$ cat src/design/dataPathPkg.sv
package dataPathPkg;

	// Datapath word width.
	localparam int wordWidth = 32;

	// General registers R0 to R15.
	localparam int regCount = 16;

	// Shift amount taken from the low bits of the bus.
	localparam int shiftBits = 5;

	// ALU operations applied to Y and the bus.
	typedef enum logic [3:0] {
		opAdd = 4'd0,
		opSub = 4'd1,
		opAnd = 4'd2,
		opOr  = 4'd3,
		opShr = 4'd4, // Logical right.
		opShl = 4'd5,
		opRor = 4'd6,
		opRol = 4'd7,
		opMul = 4'd8, // Signed, full 64 bits.
		opDiv = 4'd9, // Quotient low, remainder high.
		opNeg = 4'd10,
		opNot = 4'd11
	} aluOpT;

endpackage

$ cat src/design/busIf.sv
`timescale 1ns/100ps

interface busIf import dataPathPkg::*; ();

	logic [wordWidth-1:0] busData; // The shared bus.

	// Values each unit offers to the bus.
	logic [wordWidth-1:0] regData;
	logic [wordWidth-1:0] hiData;
	logic [wordWidth-1:0] loData;
	logic [2*wordWidth-1:0] zData;
	logic [wordWidth-1:0] mdrData;
	logic [wordWidth-1:0] pcData;

	modport busMux (
		output busData,
		input regData, hiData, loData, zData, mdrData, pcData
	);

	modport regFile (input busData, output regData, hiData, loData);
	modport alu (input busData, output zData);
	modport mem (input busData, output mdrData);
	modport instr (input busData, output pcData);

endinterface

$ cat src/design/registerFile.sv
`timescale 1ns/100ps

module registerFile import dataPathPkg::*; (
	input logic Clock,
	input logic arstN,
	busIf.regFile bus,
	input logic [regCount-1:0] regIn,
	input logic [regCount-1:0] regOut,
	input logic hiIn,
	input logic loIn
);

	logic [wordWidth-1:0] regs [regCount];
	logic [wordWidth-1:0] hiReg;
	logic [wordWidth-1:0] loReg;
	logic [wordWidth-1:0] selWord;

	always_ff @(posedge Clock or negedge arstN) begin
		if (!arstN) begin
			for (int i = 0; i < regCount; i++) begin
				regs[i] <= '0;
			end
			hiReg <= '0;
			loReg <= '0;
		end else begin
			for (int i = 0; i < regCount; i++) begin
				if (regIn[i]) begin
					regs[i] <= bus.busData;
				end
			end
			if (hiIn) begin
				hiReg <= bus.busData;
			end
			if (loIn) begin
				loReg <= bus.busData;
			end
		end
	end

	// Scan downward so the lowest set bit is the last one written.
	always_comb begin
		selWord = '0;
		for (int i = regCount - 1; i >= 0; i--) begin
			if (regOut[i]) begin
				selWord = regs[i];
			end
		end
	end

	assign bus.regData = selWord;
	assign bus.hiData = hiReg;
	assign bus.loData = loReg;

endmodule

$ cat src/flat_wrapper.sv
// flat-port wrapper written by rule: the top's interface ports become plain ports
module registerFile_flat import dataPathPkg::*;
  (Clock, arstN, regIn, regOut, hiIn, loIn, bus_busData, bus_regData, bus_hiData, bus_loData);
  busIf bus_i ();
  input logic Clock;
  input logic arstN;
  input logic [regCount-1:0] regIn;
  input logic [regCount-1:0] regOut;
  input logic hiIn;
  input logic loIn;
  input wire logic [$bits(bus_i.busData)-1:0] bus_busData;
  output wire logic [$bits(bus_i.regData)-1:0] bus_regData;
  output wire logic [$bits(bus_i.hiData)-1:0] bus_hiData;
  output wire logic [$bits(bus_i.loData)-1:0] bus_loData;
  assign bus_i.busData = bus_busData;
  assign bus_regData = bus_i.regData;
  assign bus_hiData = bus_i.hiData;
  assign bus_loData = bus_i.loData;
  registerFile u_core (.Clock(Clock), .arstN(arstN), .bus(bus_i), .regIn(regIn), .regOut(regOut), .hiIn(hiIn), .loIn(loIn));
endmodule
$ cat config.mk
export PLATFORM = sky130hd
export DESIGN_NAME = registerFile_flat
export DESIGN_NICKNAME = d
export VERILOG_FILES = /design/src/design/dataPathPkg.sv /design/src/design/busIf.sv /design/src/design/registerFile.sv /design/src/flat_wrapper.sv
export SDC_FILE = /design/constraint.sdc
export NUM_CORES = 1
export LEC_CHECK = 0
export ABC_CLOCK_PERIOD_IN_PS = 3100
export BUFFER_PORTS_ARGS = -buffer_cell sky130_fd_sc_hd__clkbuf_2
export CORE_MARGIN = 2
export CORE_UTILIZATION = 50
export DETAILED_ROUTE_END_ITERATION = 8
export GPL_TIMING_DRIVEN = 0
export PLACE_DENSITY = 0.75
export SYNTH_ARGS = -nofsm -noshare
export SYNTH_HDL_FRONTEND = slang
export SYNTH_SLANG_ARGS = --single-unit
$ cat constraint.sdc
create_clock -name Clock -period 3.1 [get_ports Clock]
set_input_delay 0.62 -clock Clock [delete_from_list [all_inputs] [get_ports Clock]]
set_output_delay 0.62 -clock Clock [all_outputs]
set_load 0.01 [all_outputs]
==> results_dict.tcl <==
set metrics [dict create \
    clockBufferDepth 3 \
    max-slew-margin-rel_pct 16.7 \
    synthDistinctLibCells 40 \
    io_pins 164 \
    cp.depth 7 \
    period_share_pct 101 \
    finalHoldViolCount 0 \
    path_class "input port to primary output" \
    cts_tree "built" \
    regToRegSetupSlack_ps 2260 \
    outcome "finished, violations left" \
    cp_slowest_stage_delay_ps 470 \
    setup_tns_ps -61.1 \
    cts.sinks 576 \
    path_buf_inv 3 \
    timing.final.ws_setup_ps -34.3 \
    p_sw_share_pct 26.4 \
    grt_max_degree 121 \
    cts_made_buffers 60 \
    cap_violations 0 \
    yosysMostFrequentCell "dfrtp_1" \
    violations "setup timing" \
    powerDensity_nw_per_um2 619 \
    grt_pass1_vias 19412 \
    synth.top_cells.by_area "dfrtp_1 55%, mux2_2 22%, o221ai_1 2.2%" \
    antenna_found_initial 8 \
    p_int_mw 13.6 \
    report.final.slew_viol_count 0 \
    hold_start "bus_busData[13]" \
    postSynthCellCount 2023 \
    setup_viol 5 \
    ys_warn_count 0 \
    worst_pin_slew_ps 1250 \
    period_needed_ps 3130 \
    synth_nets 2091 \
    drc_errors 0 \
    synthesis.area_um2 26000 \
    wl_um 76800 \
    reg2reg_from "u_core.bus.hiData[20]" \
    synth_top_area_cell "dfrtp_1" \
    ir_worst_vdd_mv 0.428 \
    cp_slowest_cell "clkbuf_1" \
    seq_power_share_pct 47.1 \
    routedWlPerCell_um 25.9 \
    clk_pin_slew_ps 60 \
    core_region_area_um2 51400 \
    antenna_left 0 \
    synthTopCellsByCount "576 x dfrtp_1, 513 x mux2_2, 134 x clkbuf_1" \
    critical_path_arrival_ps 2510 \
    fmax_mhz 319 \
    ys_ff_latch 576 \
    synth_ff_type "dfrtp_1" \
    drive_above_1_share_pct 37.0 \
    final_net_count 2302 \
    comb_power_share_pct 14.0 \
    switchingPower_mw 4.88 \
    dp_hpwl_um 54200 \
    root_buffer "clkbuf_16" \
    crit_path_start "regOut[7]" \
    synth-edff-count 0 \
    endpoint_kind "primary output" \
    critPathCapture "bus_regData[20]" \
    synth.avg_cell_area_um2 12.9 \
    clk_latency_ps 610 \
    overflow 0 \
    synth_top_area_share_pct 55.4 \
    die_area_um2 53900 \
    yosysSeqAreaShare_pct 55.4 \
    leakagePower_nw 12.5 \
    finClkSkew_ps 0 \
    drt_iter0_markers 1678 \
    hp-class "input port to register" \
    reg2reg_depth 1 \
    crit_chain "buf_2, nor2b_1, clkbuf_1, a22oi_1, o31ai_1, a41o_1, clkbuf_2" \
    pre_cts_slack_ps -399 \
    grt_usage_pct 28.8 \
    drt-vias-per-instance 6.28 \
    rsz0062_at_grt "yes" \
    initial_core_util_pct 50.7 \
    r2r_end "u_core.bus.hiData[20]" \
    clockPowerShare_pct 38.9 \
    grt_pass1_wl_um 118000 \
    die_h_um 232 \
    num_rows 83 \
    vias 18613 \
    cp_top_family "buffers and inverters" \
    critPathMaxFanout 10 \
    areaGrowthSynthToFinish_pct 14.6 \
    gp_congestion 0.908 \
    startpoint_type "input port" \
    drtPass1Iterations 7 \
    async_flop_share_pct 100 \
    htreeDepth 2 \
    cp.required_ps 2480 \
    port_buffers 142 \
    die_w_um 232 \
]
[logic make-up after synthesis]
kind of cell	Yosys count	share of synthesized area [%]
buffers and inverters	274	4.21
muxes	513	22.2
AOI/OAI and AO/OA	447	13.8
DFF	576	55.4
and+or+nand+nor	213	4.43
[per-layer routing]
metal  track usage, %  vias to the layer above  share of wire [%]
met5                0                        -              0.066
met4             12.8                        8                4.1
met3             7.93                      189                9.1
li1                 -                     7992                  -
met1             38.4                     9601                 41
met2             44.0                      823                 45
[final cells by class]
class                      count  area (µm²)
clock inverter                13         230
buffer                       207         887
multi-input combinational   1173       10600
timing repair buffer         149         875
sequential                   576       14400
tap                          680         851
inverter                      67         251
antenna                        4        10.0
clock buffer                  93        1720
fill                        4073       21600
[power groups by stage]
stage / sequential (mW) / clock (mW) / combinational [mW]
2_1_floorplan: 8.73 / 0 / 1.55
4_1_cts: 8.68 / 7.24 / 2.56
3_3_place_gp: 8.77 / 0 / 2.43
3_5_place_dp: 8.81 / 0 / 2.54
5_1_grt: 8.77 / 7.56 / 2.78
6_report: 8.69 / 7.19 / 2.59
[repair_timing]
action                                 in CTS  in global routing
hold buffers                                1                  0
pin swaps                                   0                  1
setup buffers                               0                  1
setup endpoints to repair                  27                 19
endpoints found under the hold margin      32                  0
gates resized for setup                    23                 35
[how the worst min path moves through the flow]
stage,endpoint,cells after the start
after floorplan,u_core.bus.hiData[0],0
final,u_core.regs[365],2
after CTS,u_core.regs[365],2
after detailed placement,u_core.regs[306],1
after global routing,u_core.regs[365],2
after global placement,u_core.regs[305],1
[metrics by stage]
| stage | power (mW) | cells | area, µm² | hold slack, ps | util, % |
|---|---|---|---|---|---|
| finish | 18.5 | 2962 | 29800 | 359 | 58.0 |
| global route | 19.1 | 2960 | 29800 | 364 | 58.0 |
| CTS | 18.5 | 2957 | 29700 | 322 | 57.9 |
| detailed placement | 11.3 | 2850 | 27700 | 488 | 54.0 |
| global placement | 11.2 | 2845 | 27600 | 481 | 53.7 |
| floorplan | 10.3 | 2023 | 26000 | 324 | - |
[layout by cell type, fill, tap and decap left out, types with 62 or more instances in the layout]
cell and count:
o221ai_1 62, clkbuf_1 128, o21ai_0 64, o22ai_1 62, a22oi_1 62, dfrtp_1 576
clkbuf_2 168, nand2_1 97, mux2_2 513, inv_1 67
[state kept, by name (all words and copies together) (netlist names)]
signal	cells
u_core.bus.hiData	32
u_core.bus.loData	32
u_core.regs	512
Power figures use the tool's default switching activity.
