===== config.mk =====
export PLATFORM = sky130hd
export DESIGN_NAME = instrUnit_flat
export DESIGN_NICKNAME = d
export VERILOG_FILES = /design/src/design/dataPathPkg.sv /design/src/design/busIf.sv /design/src/design/instrUnit.sv /design/src/flat_wrapper.sv
export SDC_FILE = /design/constraint.sdc
export NUM_CORES = 1
export LEC_CHECK = 0
export ABC_AREA = 1
export BUFFER_PORTS_ARGS = -buffer_cell sky130_fd_sc_hd__buf_4
export CELL_PAD_IN_SITES_DETAIL_PLACEMENT = 1
export CELL_PAD_IN_SITES_GLOBAL_PLACEMENT = 1
export CORE_MARGIN = 1.5
export CORE_UTILIZATION = 41
export DETAILED_ROUTE_END_ITERATION = 8
export PLACE_DENSITY = 0.93
export SLEW_MARGIN = 10
export SYNTH_ARGS = -nofsm -noshare
export SYNTH_HDL_FRONTEND = slang
export SYNTH_SLANG_ARGS = --single-unit
export TNS_END_PERCENT = 1

===== constraint.sdc =====
create_clock -name Clock -period 3.3 [get_ports Clock]
set_input_delay 0 -clock Clock [delete_from_list [all_inputs] [get_ports Clock]]
set_output_delay 0 -clock Clock [all_outputs]
set_load 0.01 [all_outputs]

===== src/design/dataPathPkg.sv =====
package dataPathPkg;

	// Datapath word width.
	localparam int wordWidth = 32;

	// General registers R0 to R15.
	localparam int regCount = 16;

	// Shift amount taken from the low bits of the bus.
	localparam int shiftBits = 5;

	// ALU operations applied to Y and the bus.
	typedef enum logic [3:0] {
		opAdd = 4'd0,
		opSub = 4'd1,
		opAnd = 4'd2,
		opOr  = 4'd3,
		opShr = 4'd4, // Logical right.
		opShl = 4'd5,
		opRor = 4'd6,
		opRol = 4'd7,
		opMul = 4'd8, // Signed, full 64 bits.
		opDiv = 4'd9, // Quotient low, remainder high.
		opNeg = 4'd10,
		opNot = 4'd11
	} aluOpT;

endpackage


===== src/design/busIf.sv =====
`timescale 1ns/100ps

interface busIf import dataPathPkg::*; ();

	logic [wordWidth-1:0] busData; // The shared bus.

	// Values each unit offers to the bus.
	logic [wordWidth-1:0] regData;
	logic [wordWidth-1:0] hiData;
	logic [wordWidth-1:0] loData;
	logic [2*wordWidth-1:0] zData;
	logic [wordWidth-1:0] mdrData;
	logic [wordWidth-1:0] pcData;

	modport busMux (
		output busData,
		input regData, hiData, loData, zData, mdrData, pcData
	);

	modport regFile (input busData, output regData, hiData, loData);
	modport alu (input busData, output zData);
	modport mem (input busData, output mdrData);
	modport instr (input busData, output pcData);

endinterface


===== src/design/instrUnit.sv =====
`timescale 1ns/100ps

module instrUnit import dataPathPkg::*; (
	input logic Clock,
	input logic arstN,
	busIf.instr bus,
	input logic pcIn,
	input logic incPc,
	input logic irIn,
	output logic [wordWidth-1:0] irValue
);

	logic [wordWidth-1:0] pcReg;
	logic [wordWidth-1:0] irReg;

	always_ff @(posedge Clock or negedge arstN) begin
		if (!arstN) begin
			pcReg <= '0;
			irReg <= '0;
		end else begin
			if (pcIn) begin
				pcReg <= bus.busData; // Load beats increment.
			end else if (incPc) begin
				pcReg <= pcReg + 1'b1;
			end
			if (irIn) begin
				irReg <= bus.busData;
			end
		end
	end

	assign bus.pcData = pcReg;
	assign irValue = irReg;

endmodule


===== src/flat_wrapper.sv =====
// flat-port wrapper written by rule: the top's interface ports become plain ports
module instrUnit_flat import dataPathPkg::*;
  (Clock, arstN, pcIn, incPc, irIn, irValue, bus_busData, bus_pcData);
  busIf bus_i ();
  input logic Clock;
  input logic arstN;
  input logic pcIn;
  input logic incPc;
  input logic irIn;
  output logic [wordWidth-1:0] irValue;
  input wire logic [$bits(bus_i.busData)-1:0] bus_busData;
  output wire logic [$bits(bus_i.pcData)-1:0] bus_pcData;
  assign bus_i.busData = bus_busData;
  assign bus_pcData = bus_i.pcData;
  instrUnit u_core (.Clock(Clock), .arstN(arstN), .bus(bus_i), .pcIn(pcIn), .incPc(incPc), .irIn(irIn), .irValue(irValue));
endmodule

==> flow_metrics.tcl, run 1 <==
set metrics [dict create \
    path_buf_inv 0 \
    cts_sinks 64 \
    min_period_ns 1.65 \
    synth_top_cell_area_share 0.467 \
    dieArea_mm2 0.00892 \
    powerDensity_mw_per_mm2 445 \
    setup_tns_ns 0 \
    final_max_slew_viol_count 0 \
    crit_end "u_core.bus.pcData[22]$_DFFE_PN0P_" \
    status "completed" \
    arrival_ns 1.94 \
    netlist_top_cells_count "116 x nand2_1, 64 x dfrtp_1, 35 x nand3_1, 35 x nor2_1, 31 x mux2_2" \
    irDropWorstVdd_mv 0.302 \
    std_cell_rows 33 \
    antenna_cells 0 \
    rsz0062_at_grt "no" \
    syn-cell-area_mm2 0.00343 \
    drive_gt1_frac 0.318 \
    numPortBuffers 100 \
    seq_area_mm2 0.00160 \
    required_ns 3.58 \
    crit_path_top_delay_cell "dfrtp_1" \
    min_from "incPc" \
    netlist_instances 394 \
    clock.fmax_mhz 605 \
    layout.nets 564 \
    clock_latency_ns 0.36 \
    fp.dieH_um 94.4 \
    maxSlewHeadroom 0.456 \
    ctsHtreeMaxLevel 3 \
    ys_types 23 \
    grt_max_degree 65 \
    finClkSkew_ns 0.0230 \
    layout_worst_path_cycle_share 0.501 \
    initial_core_util 0.419 \
    synth_nets 432 \
    cts_tree "yes" \
    grt_pass1_wl_um 19200 \
    multiInputGateArea_mm2 0.00165 \
    synth-seq-cells 64 \
    reg2reg_slack_ns 1.65 \
    ys.flop_type "dfrtp_1" \
    area_growth_pct 39.5 \
    hp-class "input pin to register" \
    drt_wl_total_um 12100 \
    max-cap-violations 0 \
    max_stage_delay_ns 0.43 \
    hpwl_um 7810 \
    setup_viol 0 \
    viasPerCell 5.39 \
    antenna_found_initial 0 \
    grt-ovfl-total 0 \
    clockBufferDepth 2 \
    p_leak_nw 2.26 \
    wl_per_cell_um 19.1 \
    yosys.area.top_type "dfrtp_1" \
    hold_viol 0 \
    pin_count 101 \
    yosysSeqAreaShare 0.467 \
    grt_pass1_vias 3730 \
    crit_path_frequent_cell "nand2_1" \
    synth_edf_count 0 \
    yosys-top-cells-area "dfrtp_1 47%, nand2_1 13%, mux2_2 10%" \
    drc 0 \
    r2r_end "u_core.bus.pcData[22]$_DFFE_PN0P_" \
    vias 3431 \
    worst_pin_slew_ns 0.815 \
    critPathTopFamily "simple AND/OR/NAND/NOR gates" \
    firstDrtPassIters 4 \
    rr_worst_depth 9 \
    yosys_warnings 0 \
    synth_area_per_cell_um2 8.70 \
    startpoint_type "register" \
    drtAntennaViolNets 0 \
    cts_root_buffer "clkbuf_8" \
    crit_fanout 6 \
    synthArstFlopShare 1.00 \
    grt.total_usage 0.286 \
    die_x_um 94.4 \
    drtIter0Drc 138 \
    fin_cells 636 \
    crit_path_end_kind "register" \
    crit_cells 9 \
    yosysMostFrequentCell "nand2_1" \
    path_class "register to register" \
    dpl.cell_count 587 \
    core-area_mm2 0.00818 \
    cts-buffers-inserted 9 \
    n_fill_cell 966 \
    crit_start "u_core.bus.pcData[0]$_DFFE_PN0P_" \
    r2r_start "u_core.bus.pcData[0]$_DFFE_PN0P_" \
    clkTransAtPathRegs_ns 0.07 \
    gp_congestion 0.906 \
    cp_cell_sequence "ha_1, nand2_1, nor2_4, nand2_1, nor2_4, nand2_1, nand2_1, nand3_1, nand2_1" \
]
## power by group
part	internal, mW	switching, mW
sequential	0.864	0.100
clock	0.348	0.346
combinational	0.236	0.233
total	1.45	0.679
## how the worst min path moves through the flow
stage	endpoint	slack, ns	depth (start not counted)
after detailed placement	u_core.irValue[1]$_DFFE_PN0P_	0.14	1
after global routing	u_core.bus.pcData[0]$_DFFE_PN0P_	0.08	3
after global placement	u_core.irValue[2]$_DFFE_PN0P_	0.14	1
final	u_core.bus.pcData[0]$_DFFE_PN0P_	0.07	3
after floorplan	u_core.bus.pcData[0]$_DFFE_PN0P_	-0.30	0
after CTS	u_core.bus.pcData[0]$_DFFE_PN0P_	0.04	3
## cells in the final DEF (no fill, tap or decap)
cell type / synthesis / routed
a22oi_1: 26 / 26
and2_1: 1 / 1
clkinvlp_4: 0 / 2
mux2_1: 1 / 1
nand2_2: 3 / 3
o21ai_1: 1 / 1
buf_4: 0 / 101
clkinv_2: 0 / 2
o211ai_1: 2 / 2
a21oi_1: 2 / 2
ha_1: 1 / 1
clkinv_4: 0 / 2
o21bai_1: 1 / 1
mux2_2: 31 / 31
nor2_4: 9 / 9
nand2_4: 3 / 3
nor2_1: 35 / 34
dlygate4sd3_1: 0 / 33
clkbuf_8: 0 / 9
inv_1: 30 / 30
xor2_1: 9 / 9
nand3_1: 35 / 35
dfrtp_1: 64 / 64
bufinv_16: 0 / 1
nor2_2: 5 / 6
o21ai_0: 6 / 6
nand2_1: 116 / 116
## timing repair
item	CTS	global route
hold buffers	33	0
endpoints found under the hold margin	128	0
buffers inserted	0	0
resized for setup	0	0
## stage by stage
step                       util  hold slack [ns]  area (um2)  power (mW)  setup slack (ns)
after floorplan               -           -0.296        3430        1.15              1.87
after CTS                 0.585           0.0401        4780        2.11              1.70
after global placement    0.520            0.141        4250        1.37              1.79
after detailed placement  0.520            0.145        4250        1.40              1.73
after global routing      0.585           0.0769        4780        2.21              1.52
final                     0.585           0.0655        4780        2.13              1.65
## cells by family (layout without fill, tap and decap cells)
| family | count (synthesis) | after routing | share of synthesized area |
|---|---|---|---|
| AO/OA/AOI/OAI | 38 | 38 | 0.0767 |
| XOR/XNOR | 9 | 9 | 0.0230 |
| adder cells (fa/ha/maj) | 1 | 1 | 0.00365 |
| buffers and inverters | 43 | 180 | 0.0518 |
| flip-flops | 64 | 64 | 0.467 |
| multiplexers | 32 | 32 | 0.105 |
| AND/OR/NAND/NOR | 207 | 207 | 0.272 |
## worst min-delay path, stage by stage
cell and delay [ns]:
buf_4 0.13, nand2_4 0.14, o211ai_1 0.09
## layer usage
layer | wire, um | up-vias | global-route usage
li1 | - | 1551 | -
met1 | 4550 | 1731 | 0.309
met2 | 6510 | 117 | 0.529
met3 | 669 | 32 | 0.0668
met4 | 407 | 0 | 0.127
met5 | 0 | - | 0
## cell type report
class                           instances  area share
Multi-Input combinational cell        287       0.345
Timing Repair Buffer                  134       0.228
Tap cell                              105      0.0275
Clock inverter                          7      0.0152
Sequential cell                        64       0.335
Inverter                               30      0.0236
Clock buffer                            9      0.0259
## registers in the layout, indices dropped and copies added (netlist names)
| signal | count |
|---|---|
| u_core.irValue | 32 |
| u_core.bus.pcData | 32 |
Note: power is estimated with default switching activity, not from simulation.
==> inputs of run 2 (changes only) <==
--- a/config.mk
+++ b/config.mk
@@ -10,9 +10,9 @@
 export CELL_PAD_IN_SITES_DETAIL_PLACEMENT = 1
 export CELL_PAD_IN_SITES_GLOBAL_PLACEMENT = 1
 export CORE_MARGIN = 1.5
-export CORE_UTILIZATION = 41
+export CORE_UTILIZATION = 34
 export DETAILED_ROUTE_END_ITERATION = 8
-export PLACE_DENSITY = 0.93
+export PLACE_DENSITY = 0.84
 export SLEW_MARGIN = 10
 export SYNTH_ARGS = -nofsm -noshare
 export SYNTH_HDL_FRONTEND = slang
==> constraint.sdc (replaced) <==
create_clock -name Clock -period 1.4 [get_ports Clock]
set_input_delay 0 -clock Clock [delete_from_list [all_inputs] [get_ports Clock]]
set_output_delay 0 -clock Clock [all_outputs]
set_load 0.01 [all_outputs]
==> run 2 against run 1 <==
  * The run now ends with negative setup slack left
  * Via count grew 4.3%
  * Wire length grew 1.5%
  * Fmax grew 12%
  * First-iteration DRC count shrank 5.8%
  * Final cell count grew 12%
  * Die area grew 20%
  * Largest cell class unchanged
  * Highest routed layer unchanged
==> flow_metrics.tcl, run 2 (synthesized netlist as in run 1, its figures left out) <==
set metrics [dict create \
    hp-class "input pin to register" \
    path_buf_inv 0 \
    grt_pass1_vias 3794 \
    pin_count 101 \
    fp.dieH_um 103 \
    irDropWorstVdd_mv 0.538 \
    violations "negative setup slack" \
    crit_path_frequent_cell "nor2_4" \
    ctsHtreeMaxLevel 3 \
    crit_path_top_delay_cell "dfrtp_1" \
    firstDrtPassIters 4 \
    clock.fmax_mhz 677 \
    grt-ovfl-total 0 \
    startpoint_type "register" \
    powerDensity_mw_per_mm2 1030 \
    layout_worst_path_cycle_share 1.06 \
    clock_latency_ns 0.36 \
    status "complete, but fails checks" \
    std_cell_rows 36 \
    crit_path_end_kind "register" \
    clkTransAtPathRegs_ns 0.08 \
    antenna_cells 0 \
    setup_ws_ns -0.0777 \
    drtAntennaViolNets 0 \
    dieArea_mm2 0.0107 \
    rsz0062_at_grt "yes" \
    grt_max_degree 34 \
    timing.hold.ws_ns 0.0470 \
    crit_fanout 6 \
    required_ns 1.64 \
    min_period_ns 1.48 \
    drive_gt1_frac 0.388 \
    max-cap-violations 0 \
    layout_common_cells "141 x buf_4, 112 x nand2_1, 64 x dfrtp_1" \
    grt.total_usage 0.240 \
    clockBufferDepth 2 \
    core-area_mm2 0.00977 \
    drc 0 \
    critPathTopFamily "simple AND/OR/NAND/NOR gates" \
    multiInputGateArea_mm2 0.00171 \
    hpwl_um 8340 \
    n_fill_cell 1179 \
    layout.nets 613 \
    finClkSkew_ns 0.0112 \
    gp_congestion 0.874 \
    initial_core_util 0.351 \
    die_x_um 103 \
    wl_per_cell_um 17.3 \
    p_leak_nw 2.53 \
    area_growth_pct 55.6 \
    cts_root_buffer "clkbuf_8" \
    maxSlewHeadroom 0.495 \
    cts_sinks 64 \
    drtIter0Drc 130 \
    final_common_cell "buf_4" \
    grt_pass1_wl_um 19300 \
    drt_wl_total_um 12300 \
    worst_pin_slew_ns 0.756 \
    vias 3578 \
    seq_area_mm2 0.00160 \
    path_class "register to register" \
    cts-buffers-inserted 9 \
    arrival_ns 1.72 \
    cts_tree "yes" \
    setup_viol 25 \
    hold_viol 0 \
    total_power_mw 5.51 \
    final_max_slew_viol_count 0 \
    final_util 0.546 \
    max_stage_delay_ns 0.39 \
    viasPerCell 5.02 \
    antenna_found_initial 0 \
    numPortBuffers 100 \
    cp_cell_sequence "ha_2, nand2_4, nor2_4, nand2_2, nor2_4, and2_1, o21ai_1" \
]
run 2: worst register-to-register path, cell delays in order, from the launching register on:
cell	delay, ns
dfrtp_1	0.39
ha_2	0.23
nand2_4	0.06
nor2_4	0.15
nand2_2	0.11
nor2_4	0.16
and2_1	0.17
o21ai_1	0.08
run 2: metrics by stage:
step	setup WS [ns]	TNS [ns]	std cells	area, um2
floorplan	-0.0173	-0.0364	394	3430
global placement	0.0144	0	653	4610
detailed placement	-0.0851	-0.804	653	4610
CTS	-0.0898	-0.849	711	5280
global route	-0.192	-3.17	713	5330
finish	-0.0777	-1.03	713	5330
run 2: power by group:
| group | internal (mW) | switching (mW) |
|---|---|---|
| clock | 1.18 | 0.761 |
| combinational | 0.716 | 0.653 |
| sequential | 2.04 | 0.168 |
run 2: final timing paths:
path	from	to	slack, ns	cells after the start
max	u_core.bus.pcData[1]$_DFFE_PN0P_	u_core.bus.pcData[14]$_DFFE_PN0P_	-0.08	7
min	pcIn	u_core.bus.pcData[26]$_DFFE_PN0P_	0.05	3
max reg2reg	u_core.bus.pcData[1]$_DFFE_PN0P_	u_core.bus.pcData[14]$_DFFE_PN0P_	-0.08	7
min reg2reg	u_core.irValue[8]$_DFFE_PN0P_	u_core.irValue[8]$_DFFE_PN0P_	0.51	1
max in group asynchronous	arstN	u_core.irValue[7]$_DFFE_PN0P_	0.73	3
min in group asynchronous	arstN	u_core.irValue[21]$_DFFE_PN0P_	0.14	2
run 2: metal layers:
layer,wire (um),GRT usage,up-vias
met3,691,0.0544,25
li1,-,-,1657
met2,6210,0.429,111
met5,0,0,-
met4,317,0.0780,0
met1,5090,0.284,1785
run 2: what timing repair did:
item	4_1_cts	5_1_grt
endpoints found under the hold margin	128	0
buffers inserted	3	2
hold buffers	39	0
setup endpoints to repair	15	27
resized for setup	7	11
pin swaps	11	7
run 2: cell type report:
type / count / area share
Multi-Input combinational cell: 287 / 0.320
Sequential cell: 64 / 0.300
Timing Repair Buffer: 183 / 0.283
Tap cell: 133 / 0.0312
Clock buffer: 10 / 0.0239
Inverter: 30 / 0.0211
Clock inverter: 6 / 0.0202
