**src/design/dataPathPkg.sv**
```systemverilog
package dataPathPkg;

	// Datapath word width.
	localparam int wordWidth = 32;

	// General registers R0 to R15.
	localparam int regCount = 16;

	// Shift amount taken from the low bits of the bus.
	localparam int shiftBits = 5;

	// ALU operations applied to Y and the bus.
	typedef enum logic [3:0] {
		opAdd = 4'd0,
		opSub = 4'd1,
		opAnd = 4'd2,
		opOr  = 4'd3,
		opShr = 4'd4, // Logical right.
		opShl = 4'd5,
		opRor = 4'd6,
		opRol = 4'd7,
		opMul = 4'd8, // Signed, full 64 bits.
		opDiv = 4'd9, // Quotient low, remainder high.
		opNeg = 4'd10,
		opNot = 4'd11
	} aluOpT;

endpackage

```
**src/design/busIf.sv**
```systemverilog
`timescale 1ns/100ps

interface busIf import dataPathPkg::*; ();

	logic [wordWidth-1:0] busData; // The shared bus.

	// Values each unit offers to the bus.
	logic [wordWidth-1:0] regData;
	logic [wordWidth-1:0] hiData;
	logic [wordWidth-1:0] loData;
	logic [2*wordWidth-1:0] zData;
	logic [wordWidth-1:0] mdrData;
	logic [wordWidth-1:0] pcData;

	modport busMux (
		output busData,
		input regData, hiData, loData, zData, mdrData, pcData
	);

	modport regFile (input busData, output regData, hiData, loData);
	modport alu (input busData, output zData);
	modport mem (input busData, output mdrData);
	modport instr (input busData, output pcData);

endinterface

```
**src/design/busMux.sv**
```systemverilog
`timescale 1ns/100ps

module busMux import dataPathPkg::*; (
	busIf.busMux bus,
	input logic pcOut,
	input logic zHighOut,
	input logic zLowOut,
	input logic mdrOut,
	input logic hiOut,
	input logic loOut,
	input logic [regCount-1:0] regOut
);

	logic regSelected;

	// Register file already picked the lowest set regOut bit.
	assign regSelected = |regOut;

	always_comb begin
		if (mdrOut) begin
			bus.busData = bus.mdrData;
		end else if (pcOut) begin
			bus.busData = bus.pcData;
		end else if (zLowOut) begin
			bus.busData = bus.zData[wordWidth-1:0];
		end else if (zHighOut) begin
			bus.busData = bus.zData[2*wordWidth-1:wordWidth];
		end else if (hiOut) begin
			bus.busData = bus.hiData;
		end else if (loOut) begin
			bus.busData = bus.loData;
		end else if (regSelected) begin
			bus.busData = bus.regData;
		end else begin
			bus.busData = '0; // Idle bus.
		end
	end

endmodule

```
**src/flat_wrapper.sv**
```systemverilog
// flat-port wrapper written by rule: the top's interface ports become plain ports
module busMux_flat import dataPathPkg::*;
  (pcOut, zHighOut, zLowOut, mdrOut, hiOut, loOut, regOut, bus_busData, bus_regData, bus_hiData, bus_loData, bus_zData, bus_mdrData, bus_pcData);
  busIf bus_i ();
  input logic pcOut;
  input logic zHighOut;
  input logic zLowOut;
  input logic mdrOut;
  input logic hiOut;
  input logic loOut;
  input logic [regCount-1:0] regOut;
  output wire logic [$bits(bus_i.busData)-1:0] bus_busData;
  input wire logic [$bits(bus_i.regData)-1:0] bus_regData;
  input wire logic [$bits(bus_i.hiData)-1:0] bus_hiData;
  input wire logic [$bits(bus_i.loData)-1:0] bus_loData;
  input wire logic [$bits(bus_i.zData)-1:0] bus_zData;
  input wire logic [$bits(bus_i.mdrData)-1:0] bus_mdrData;
  input wire logic [$bits(bus_i.pcData)-1:0] bus_pcData;
  assign bus_busData = bus_i.busData;
  assign bus_i.regData = bus_regData;
  assign bus_i.hiData = bus_hiData;
  assign bus_i.loData = bus_loData;
  assign bus_i.zData = bus_zData;
  assign bus_i.mdrData = bus_mdrData;
  assign bus_i.pcData = bus_pcData;
  busMux u_core (.bus(bus_i), .pcOut(pcOut), .zHighOut(zHighOut), .zLowOut(zLowOut), .mdrOut(mdrOut), .hiOut(hiOut), .loOut(loOut), .regOut(regOut));
endmodule
```
**config.mk**
```make
export PLATFORM = sky130hd
export DESIGN_NAME = busMux_flat
export DESIGN_NICKNAME = d
export VERILOG_FILES = /design/src/design/dataPathPkg.sv /design/src/design/busIf.sv /design/src/design/busMux.sv /design/src/flat_wrapper.sv
export SDC_FILE = /design/constraint.sdc
export NUM_CORES = 1
export LEC_CHECK = 0
export BUFFER_PORTS_ARGS = -buffer_cell sky130_fd_sc_hd__buf_2
export CAP_MARGIN = 25
export CELL_PAD_IN_SITES_DETAIL_PLACEMENT = 2
export CELL_PAD_IN_SITES_GLOBAL_PLACEMENT = 2
export CORE_AREA = 2 2 127 129
export DETAILED_ROUTE_END_ITERATION = 12
export DIE_AREA = 0 0 129 131
export PLACE_DENSITY_LB_ADDON = 0.08
export SYNTH_ARGS = -nofsm -noshare
export SYNTH_HDL_FRONTEND = slang
export SYNTH_SLANG_ARGS = --single-unit
```
**constraint.sdc**
```tcl
create_clock -name vclk -period 1.59
set_input_delay 0.318 -clock vclk [all_inputs]
set_output_delay 0.318 -clock vclk [all_outputs]
set_load 0.03 [all_outputs]
```
==> results.yml, run 1 <==
outcome:
  status: "finished, violations left"
  failed_checks: "setup timing"
timing:
  relSlewSlack: 0.806
  setup_slack_ns: -0.238
  setup_violations: 32
  period_share: 1.15
  drv_slew: 0
  hold_ws_ns: 1.03
  worst_slew_pin_slew_ns: 0.291
  hold_violations: 0
  rsz0062_at_grt: "yes"
  achievable-frequency_ghz: 0.547
  fin_crit_ns: 1.83
logic_synthesis:
  synth-xor-area-share: 0
  synth.largest_area_cell: "a221oi_2"
  synthAdderAreaFrac: 0
  seq_area_frac_synth: 0
  netlist_top_cells_area: "a221oi_2 35%, o211ai_1 18%, o22a_1 10%"
  ys_types: 23
  syn_inst: 313
  yosysMostFrequentCell: "o211ai_1"
  synth_warnings: 0
  synth_common_cells: "62 x o211ai_1, 61 x a221oi_2, 32 x nor2b_1, 32 x o21ai_1"
  yosys-mux-area-fraction: 0
  synth_compound_area_frac: 0.711
  synth_top_cell_area_share: 0.351
  syn_area_per_cell_um2: 8.35
  synthSimpleGateAreaFrac: 0.178
  synth_nets: 559
  synth_top_family_by_area: "compound AO/OA/AOI/OAI gates"
  syn_area_um2: 2610
global_routing:
  grt_overflow: 0
  grt_max_degree: 29
  grt_antenna_before_repair: 4
  grt_pass1_wl_um: 26100
  track_usage: 0.197
  grt_pass1_vias: 4720
setup_path:
  start_kind: "input pin"
  crit_required_ns: 1.27
  critPathKind: "in2out"
  crit_fanout: 13
  end_kind: "output pin"
  cp.arrival_ns: 1.51
power:
  max-vdd-ir-drop_v: 0.000112
  cellPowerDensity_nw_per_um2: 310
  p_leak_nw: 2.11
drt:
  ant_nets: 0
  routed_wl_um: 17300
  dr_total_vias: 4064
  wire_per_inst_um: 20.8
  drt_iter0_drc: 136
  dr.pass1.iters: 4
  drc_errors: 0
  vias_per_cell: 4.90
finish:
  nNetsFinal: 857
  stdcell_area_um2: 4940
  ff_latch_area_um2: 0
  area_growth_pct: 89.3
  design.seq.count: 0
  layout-drive-gt1-share: 0.721
  num-clock-buffers: 0
place:
  hpwl_um: 14500
  placed_area_um2: 4750
  gp_congestion: 0.777
  numPortBuffers: 278
min_path:
  min-delay-path-class: "in2out"
floorplanning:
  start_util: 0.167
  num_io_pins: 278
  die_h_um: 131
  fp-row-count: 46
  fp.dieW_um: 129
  coreArea_um2: 15600
  dieArea_um2: 16900
flow_run:
  drv_cap: 0
cts:
  hold_buffers: 0
[metal layers]
metal / GRT usage / routed length, um / part of all wire
met5: 0 / 0 / 0
met4: 0.0237 / 56 / 0.0032
met3: 0.0318 / 1040 / 0.060
met2: 0.376 / 9090 / 0.53
met1: 0.238 / 7070 / 0.41
[through the flow]
stage / worst slack (ns) / total power [mW] / TNS (ns) / utilization / std cells
finish: -0.238 / 1.53 / -7.09 / 0.317 / 829
global route: -0.328 / 1.66 / -9.79 / 0.317 / 828
CTS: -0.250 / 1.55 / -7.40 / 0.314 / 825
detailed placement: -0.335 / 1.50 / -9.36 / 0.304 / 825
global placement: -0.307 / 1.47 / -7.94 / 0.304 / 825
floorplan: -0.0854 / 0.778 / -0.256 / - / 313
[cell usage in the layout (no fill, tap or decap), types with 2 or more instances in the layout]
cell and n:
a221oi_1 3, a221oi_2 61, buf_12 14, buf_2 264
buf_4 43, buf_6 15, buf_8 2, diode_2 4
inv_1 2, inv_2 2, nand2b_1 31, nor2_1 2
nor2b_1 31, nor2b_4 2, nor4_2 2, nor4_4 3
o211ai_1 62, o21ai_1 3, o21ai_2 28, o22a_1 31
[cells by family (layout without fill, tap and decap cells)]
| group | Yosys count | in the layout |
|---|---|---|
| other | 0 | 4 |
| AO/OA/AOI/OAI | 192 | 192 |
| buffers and inverters | 46 | 342 |
| AND/OR/NAND/NOR | 75 | 75 |
[layout make-up]
type	count	area (um2)
diodes	4	10.0
fillers	1819	10700
inverters	4	15.0
multi-input cells	267	2530
well taps	216	270
repair buffers	338	2120
[critical path, stage by stage]
cell and delay, ns:
buf_6 0.10, nor4_4 0.27, nand4_1 0.22, nand3_4 0.16
buf_12 0.18, o21ai_2 0.07, buf_2 0.18
[timing repair]
action                                  4_1_cts  5_1_grt
buffers inserted                              0        0
pin swaps                                     5        2
resized for setup                            33        5
endpoints found under the setup margin       32       32
[power breakdown]
part	switching, mW	internal [mW]	leakage, nW	total, mW
registers	0	0	0	0
clock network	0	0.000000337	0.0000254	0.000000337
logic	0.812	0.720	2.11	1.53
[final timing paths]
kind	startpoint	end	slack (ns)	depth (start not counted)
worst max-delay path	regOut[5]	bus_busData[19]	-0.24	7
worst min-delay path	bus_regData[28]	bus_busData[28]	1.03	4
Note: power is estimated with default switching activity, not from simulation.
==> run 2, diff against run 1 <==
CORE_AREA = 2 2 91 181   (was 2 2 127 129)
DIE_AREA = 0 0 93 183   (was 0 0 129 131)
SETUP_SLACK_MARGIN = 0.2   (was not set)
clock period = 2 ns   (was 1.59 ns; I/O delays follow)
==> run 2 against run 1 <==
The flow still finishes with violations (setup timing); routed wire length shrank 5.2%; global-route usage fell by 1.2 points; critical path depth did not move; critical endpoint is now bus_busData[7]; total power fell by 19%; worst setup slack better by 0.19 ns.
==> results.yml, run 2 (synthesized netlist as in run 1, its figures left out) <==
min_path:
  hold_start: "bus_regData[2]"
  min-delay-path-class: "in2out"
power:
  p_leak_nw: 2.07
  seqPwrFrac: 0
  comb_power_share: 1.000
  switching_share: 0.517
  clkPwrFrac: 0
  max-vdd-ir-drop_v: 0.000155
  p_int_mw: 0.600
  cellPowerDensity_nw_per_um2: 253
  p_sw_mw: 0.641
finish:
  ff_latch_area_um2: 0
  design.seq.count: 0
  num-clock-buffers: 0
  nNetsFinal: 835
  multi_input_area_um2: 2520
  final_common_cell: "buf_2"
  fin_util: 0.314
  mostFrequentLayoutCells: "251 x buf_2, 62 x o211ai_1, 61 x a221oi_2"
  num-fill-cells: 1894
  area_growth_pct: 87.4
  stdcell_area_um2: 4900
  layout-drive-gt1-share: 0.705
timing:
  hold_ws_ns: 1.18
  setup_slack_ns: -0.0524
  achievable-frequency_ghz: 0.487
  rsz0062_at_grt: "yes"
  period_share: 1.03
  drv_slew: 0
  setup_violations: 25
  fin_crit_ns: 2.05
  hold_violations: 0
  relSlewSlack: 0.802
  worst_slew_pin_slew_ns: 0.296
floorplanning:
  fp-row-count: 65
  num_io_pins: 278
  fp.dieW_um: 93
  start_util: 0.167
  coreArea_um2: 15600
  die_h_um: 183
  dieArea_um2: 17000
drt:
  drt_iter0_drc: 83
  ant_nets: 0
  drc_errors: 0
  wire_per_inst_um: 20.7
  vias_per_cell: 5.02
  routed_wl_um: 16400
  dr_total_vias: 3969
  dr.pass1.iters: 4
global_routing:
  grt_pass1_vias: 4528
  track_usage: 0.185
  grt_antenna_before_repair: 3
  grt_max_degree: 37
  grt_pass1_wl_um: 25200
  grt_overflow: 0
setup_path:
  end_kind: "output pin"
  startpoint: "regOut[13]"
  critPathKind: "in2out"
  cp_slowest_stage_delay_ns: 0.26
  crit_required_ns: 1.60
  cp.arrival_ns: 1.65
  crit_chain: "buf_2, nor4_2, nand4_1, nand3_4, buf_12, o21ai_1, buf_4"
  start_kind: "input pin"
  crit_path_top_delay_cell: "nor4_2"
  crit_fanout: 13
place:
  numPortBuffers: 278
  gp_congestion: 0.768
  placed_area_um2: 4580
  hpwl_um: 13400
outcome:
  status: "finished, violations left"
  failed_checks: "setup timing"
flow_run:
  drv_cap: 0
run 2: changes by cell type in the layout (fill, tap and decap cells not counted), sizes merged:
cell / previous run / this run
buf: 338 / 316
diode: 4 / 3
run 2: cell type report:
cell class	count	area share
well taps	201	0.0514
diodes	3	0.00153
inverters	4	0.00307
repair buffers	316	0.430
multi-input cells	267	0.514
run 2: routing by layer:
| metal | vias to the layer above | GRT usage | share of wire |
|---|---|---|---|
| li1 | 1888 | - | - |
| met5 | - | 0 | 0 |
| met1 | 1905 | 0.230 | 0.40 |
| met2 | 168 | 0.351 | 0.53 |
| met4 | 0 | 0.0182 | 0.011 |
| met3 | 8 | 0.0156 | 0.055 |
run 2: per-stage QoR:
stage	std cells	setup TNS [ns]	setup WS (ns)	total power, mW
2_1_floorplan	313	0	0.161	0.618
3_3_place_gp	782	-5.01	-0.213	1.15
3_5_place_dp	782	-5.91	-0.237	1.16
4_1_cts	788	-0.686	-0.0548	1.24
5_1_grt	791	-3.65	-0.163	1.34
6_report	791	-0.519	-0.0524	1.24
run 2: power by group through the flow:
stage | Clock, mW | Combinational, mW | Sequential (mW)
floorplan | 0 | 0.618 | 0
global route | 0.000000201 | 1.34 | 0
global placement | 0 | 1.15 | 0
detailed placement | 0 | 1.16 | 0
finish | 0.000000201 | 1.24 | 0
CTS | 0 | 1.24 | 0
run 2: worst paths after layout:
check / to / depth (start not counted)
worst max-delay path: bus_busData[7] / 7
worst min-delay path: bus_busData[2] / 4
run 2: worst max-delay path, delay by kind of cell:
family          cells  cell delay [ns]
simple gates        3             0.69
compound gates      1             0.09
buf+inv             3             0.44
run 2: what timing repair did:
action	4_1_cts	5_1_grt
pin swaps	3	2
cloned	0	0
hold buffers	0	0
resized for setup	48	16
buffers inserted	6	0
setup endpoints to repair	32	32
==> run 3, diff against run 2 <==
ABC_AREA = 1   (was not set)
CORE_AREA = 2 2 103 205   (was 2 2 91 181)
DIE_AREA = 0 0 105 207   (was 0 0 93 183)
TNS_END_PERCENT = 100   (was not set)
==> run 3 against run 2 <==
The run still ends with setup timing left; via count rose by 15%; non-clock buffer count fell by 22; global-route usage fell by 4.6 points; highest routed layer is now met3; combinational power fell by 9%; final area rose by 0.15%; critical path depth rose by 8; area after synthesis fell by 0.53%; critical path type unchanged; flip-flop and latch count did not move; worst setup slack got worse by 0.057 ns; synthesized cell count rose by 100%.
==> results.yml, run 3 <==
finish:
  antenna_cells: 0
  num-clock-buffers: 0
  layout-drive-gt1-share: 0.427
  ff_latch_area_um2: 0
  multi_input_area_um2: 2290
  design.seq.count: 0
  fin_util: 0.243
  mostFrequentLayoutCells: "251 x nand2_1, 240 x buf_2, 128 x a21oi_1"
  area_growth_pct: 88.7
  num-fill-cells: 2709
  nNetsFinal: 1134
  stdcell_count: 1152
  final_common_cell: "nand2_1"
timing:
  hold_ws_ns: 1.11
  fin_crit_ns: 2.11
  setup_slack_ns: -0.110
  achievable-frequency_ghz: 0.474
  final.setup.tns_ns: -2.67
  worst_slew_pin_slew_ns: 0.269
  hold_violations: 0
  drv_slew: 0
  period_share: 1.05
  relSlewSlack: 0.821
  setup_violations: 32
  rsz0062_at_grt: "yes"
drt:
  drc_errors: 0
  ant_nets: 0
  wl_met1_um: 7300
  dr.pass1.iters: 4
  routed_wl_um: 16700
  wl_met3_um: 1090
  wire_per_inst_um: 14.5
  drt_iter0_drc: 58
  dr_total_vias: 4573
  dr_wl_met2_um: 8300
  top_layer: "met3"
  vias_per_cell: 3.97
setup_path:
  path_common_cell: "nand2_1"
  crit_fanout: 8
  crit_required_ns: 1.60
  crit_path_top_delay_cell: "clkbuf_16"
  path_delay_family: "simple AND/OR/NAND/NOR gates"
  crit_chain: "buf_2, nor2_2, nand2_2, nor2_4, nand2_4, clkbuf_16, nand2_4, nand2_2, nand2_2, nand2_1, nand2_1, nand2_1, nand2_1, nand2_1, buf_6"
  start_kind: "input pin"
  critPathKind: "in2out"
  end_kind: "output pin"
  cp_slowest_stage_delay_ns: 0.20
  cp.arrival_ns: 1.71
  path_buf_inv: 3
logic_synthesis:
  yosys-mux-area-fraction: 0
  synth_common_cells: "324 x nand2_1, 128 x a21oi_1, 97 x inv_1"
  synth-xor-area-share: 0
  netlist_top_cells_area: "nand2_1 47%, a21oi_1 25%, inv_1 14%"
  seq_area_frac_synth: 0
  yosysMostFrequentCell: "nand2_1"
  synth_warnings: 0
  ys_types: 10
  syn_area_um2: 2600
  syn_area_per_cell_um2: 4.08
  synth_top_cell_area_share: 0.468
  synth_top_family_by_area: "simple AND/OR/NAND/NOR gates"
  synthSimpleGateAreaFrac: 0.532
  syn_inst: 637
  synth.largest_area_cell: "nand2_1"
  synth_nets: 883
  synth_compound_area_frac: 0.247
  synthAdderAreaFrac: 0
power:
  cellPowerDensity_nw_per_um2: 230
  p_leak_nw: 3.02
  p_total_mw: 1.13
  max-vdd-ir-drop_v: 0.000112
floorplanning:
  fp.dieW_um: 105
  coreArea_um2: 20200
  start_util: 0.129
  die_h_um: 207
  num_io_pins: 278
  dieArea_um2: 21700
  fp-row-count: 74
place:
  numPortBuffers: 278
  hpwl_um: 13800
  gp_congestion: 0.719
  dp.cells: 1149
outcome:
  failed_checks: "setup timing"
  status: "finished, violations left"
global_routing:
  grt_antenna_before_repair: 0
  grt_pass1_wl_um: 25300
  grt_overflow: 0
  grt_pass1_vias: 4755
  track_usage: 0.139
  grt_max_degree: 65
cts:
  hold_buffers: 0
flow_run:
  drv_cap: 0
min_path:
  min-delay-path-class: "in2out"
-- run 3: cell types whose count changed after synthesis, sizes merged, moves of 17 or more --
cell    before  now
nand2b      31    0
o211ai      62    0
o22a        31    0
a221oi      64    0
nand2        0  325
a21oi        1  128
nor2b       33    0
clkbuf       4   24
inv          4   97
buf         38   21
nor2         3   42
o21ai       33    0
-- run 3: final cells by class --
cell class         instances  share of cell area
well taps                266              0.0679
multi-input cells        495               0.468
inverters                 97              0.0743
repair buffers           294               0.390
-- run 3: repair_timing --
action | 4_1_cts | 5_1_grt
buffers inserted | 0 | 0
pin swaps | 1 | 37
endpoints found under the setup margin | 32 | 32
resized for setup | 66 | 99
cloned | 0 | 3
-- run 3: report_power, final --
group | internal [mW] | total, mW | switching (mW)
Sequential | 0 | 0 | 0
Clock | 0 | 0 | 0
Combinational | 0.512 | 1.13 | 0.615
Total | 0.512 | 1.13 | 0.615
-- run 3: through the flow --
step | setup WS (ns) | instance area [um2]
floorplan | 0.227 | 2600
global placement | -0.144 | 4330
detailed placement | -0.176 | 4330
CTS | -0.125 | 4540
global route | -0.252 | 4900
finish | -0.110 | 4900
-- run 3: routing by layer --
layer,vias to the layer above,global-route usage
met1,2022,0.183
met3,0,0.0321
li1,2398,-
met2,153,0.244
met5,-,0
met4,0,0
-- run 3: cells by family (layout without fill, tap and decap cells) --
| kind of cell | after synthesis | count (layout) |
|---|---|---|
| simple gates | 367 | 367 |
| buf+inv | 142 | 391 |
| compound gates | 128 | 128 |
-- run 3: final timing paths --
path / end / cells after the start / startpoint
min: bus_busData[12] / 4 / bus_mdrData[12]
max: bus_busData[15] / 15 / regOut[13]
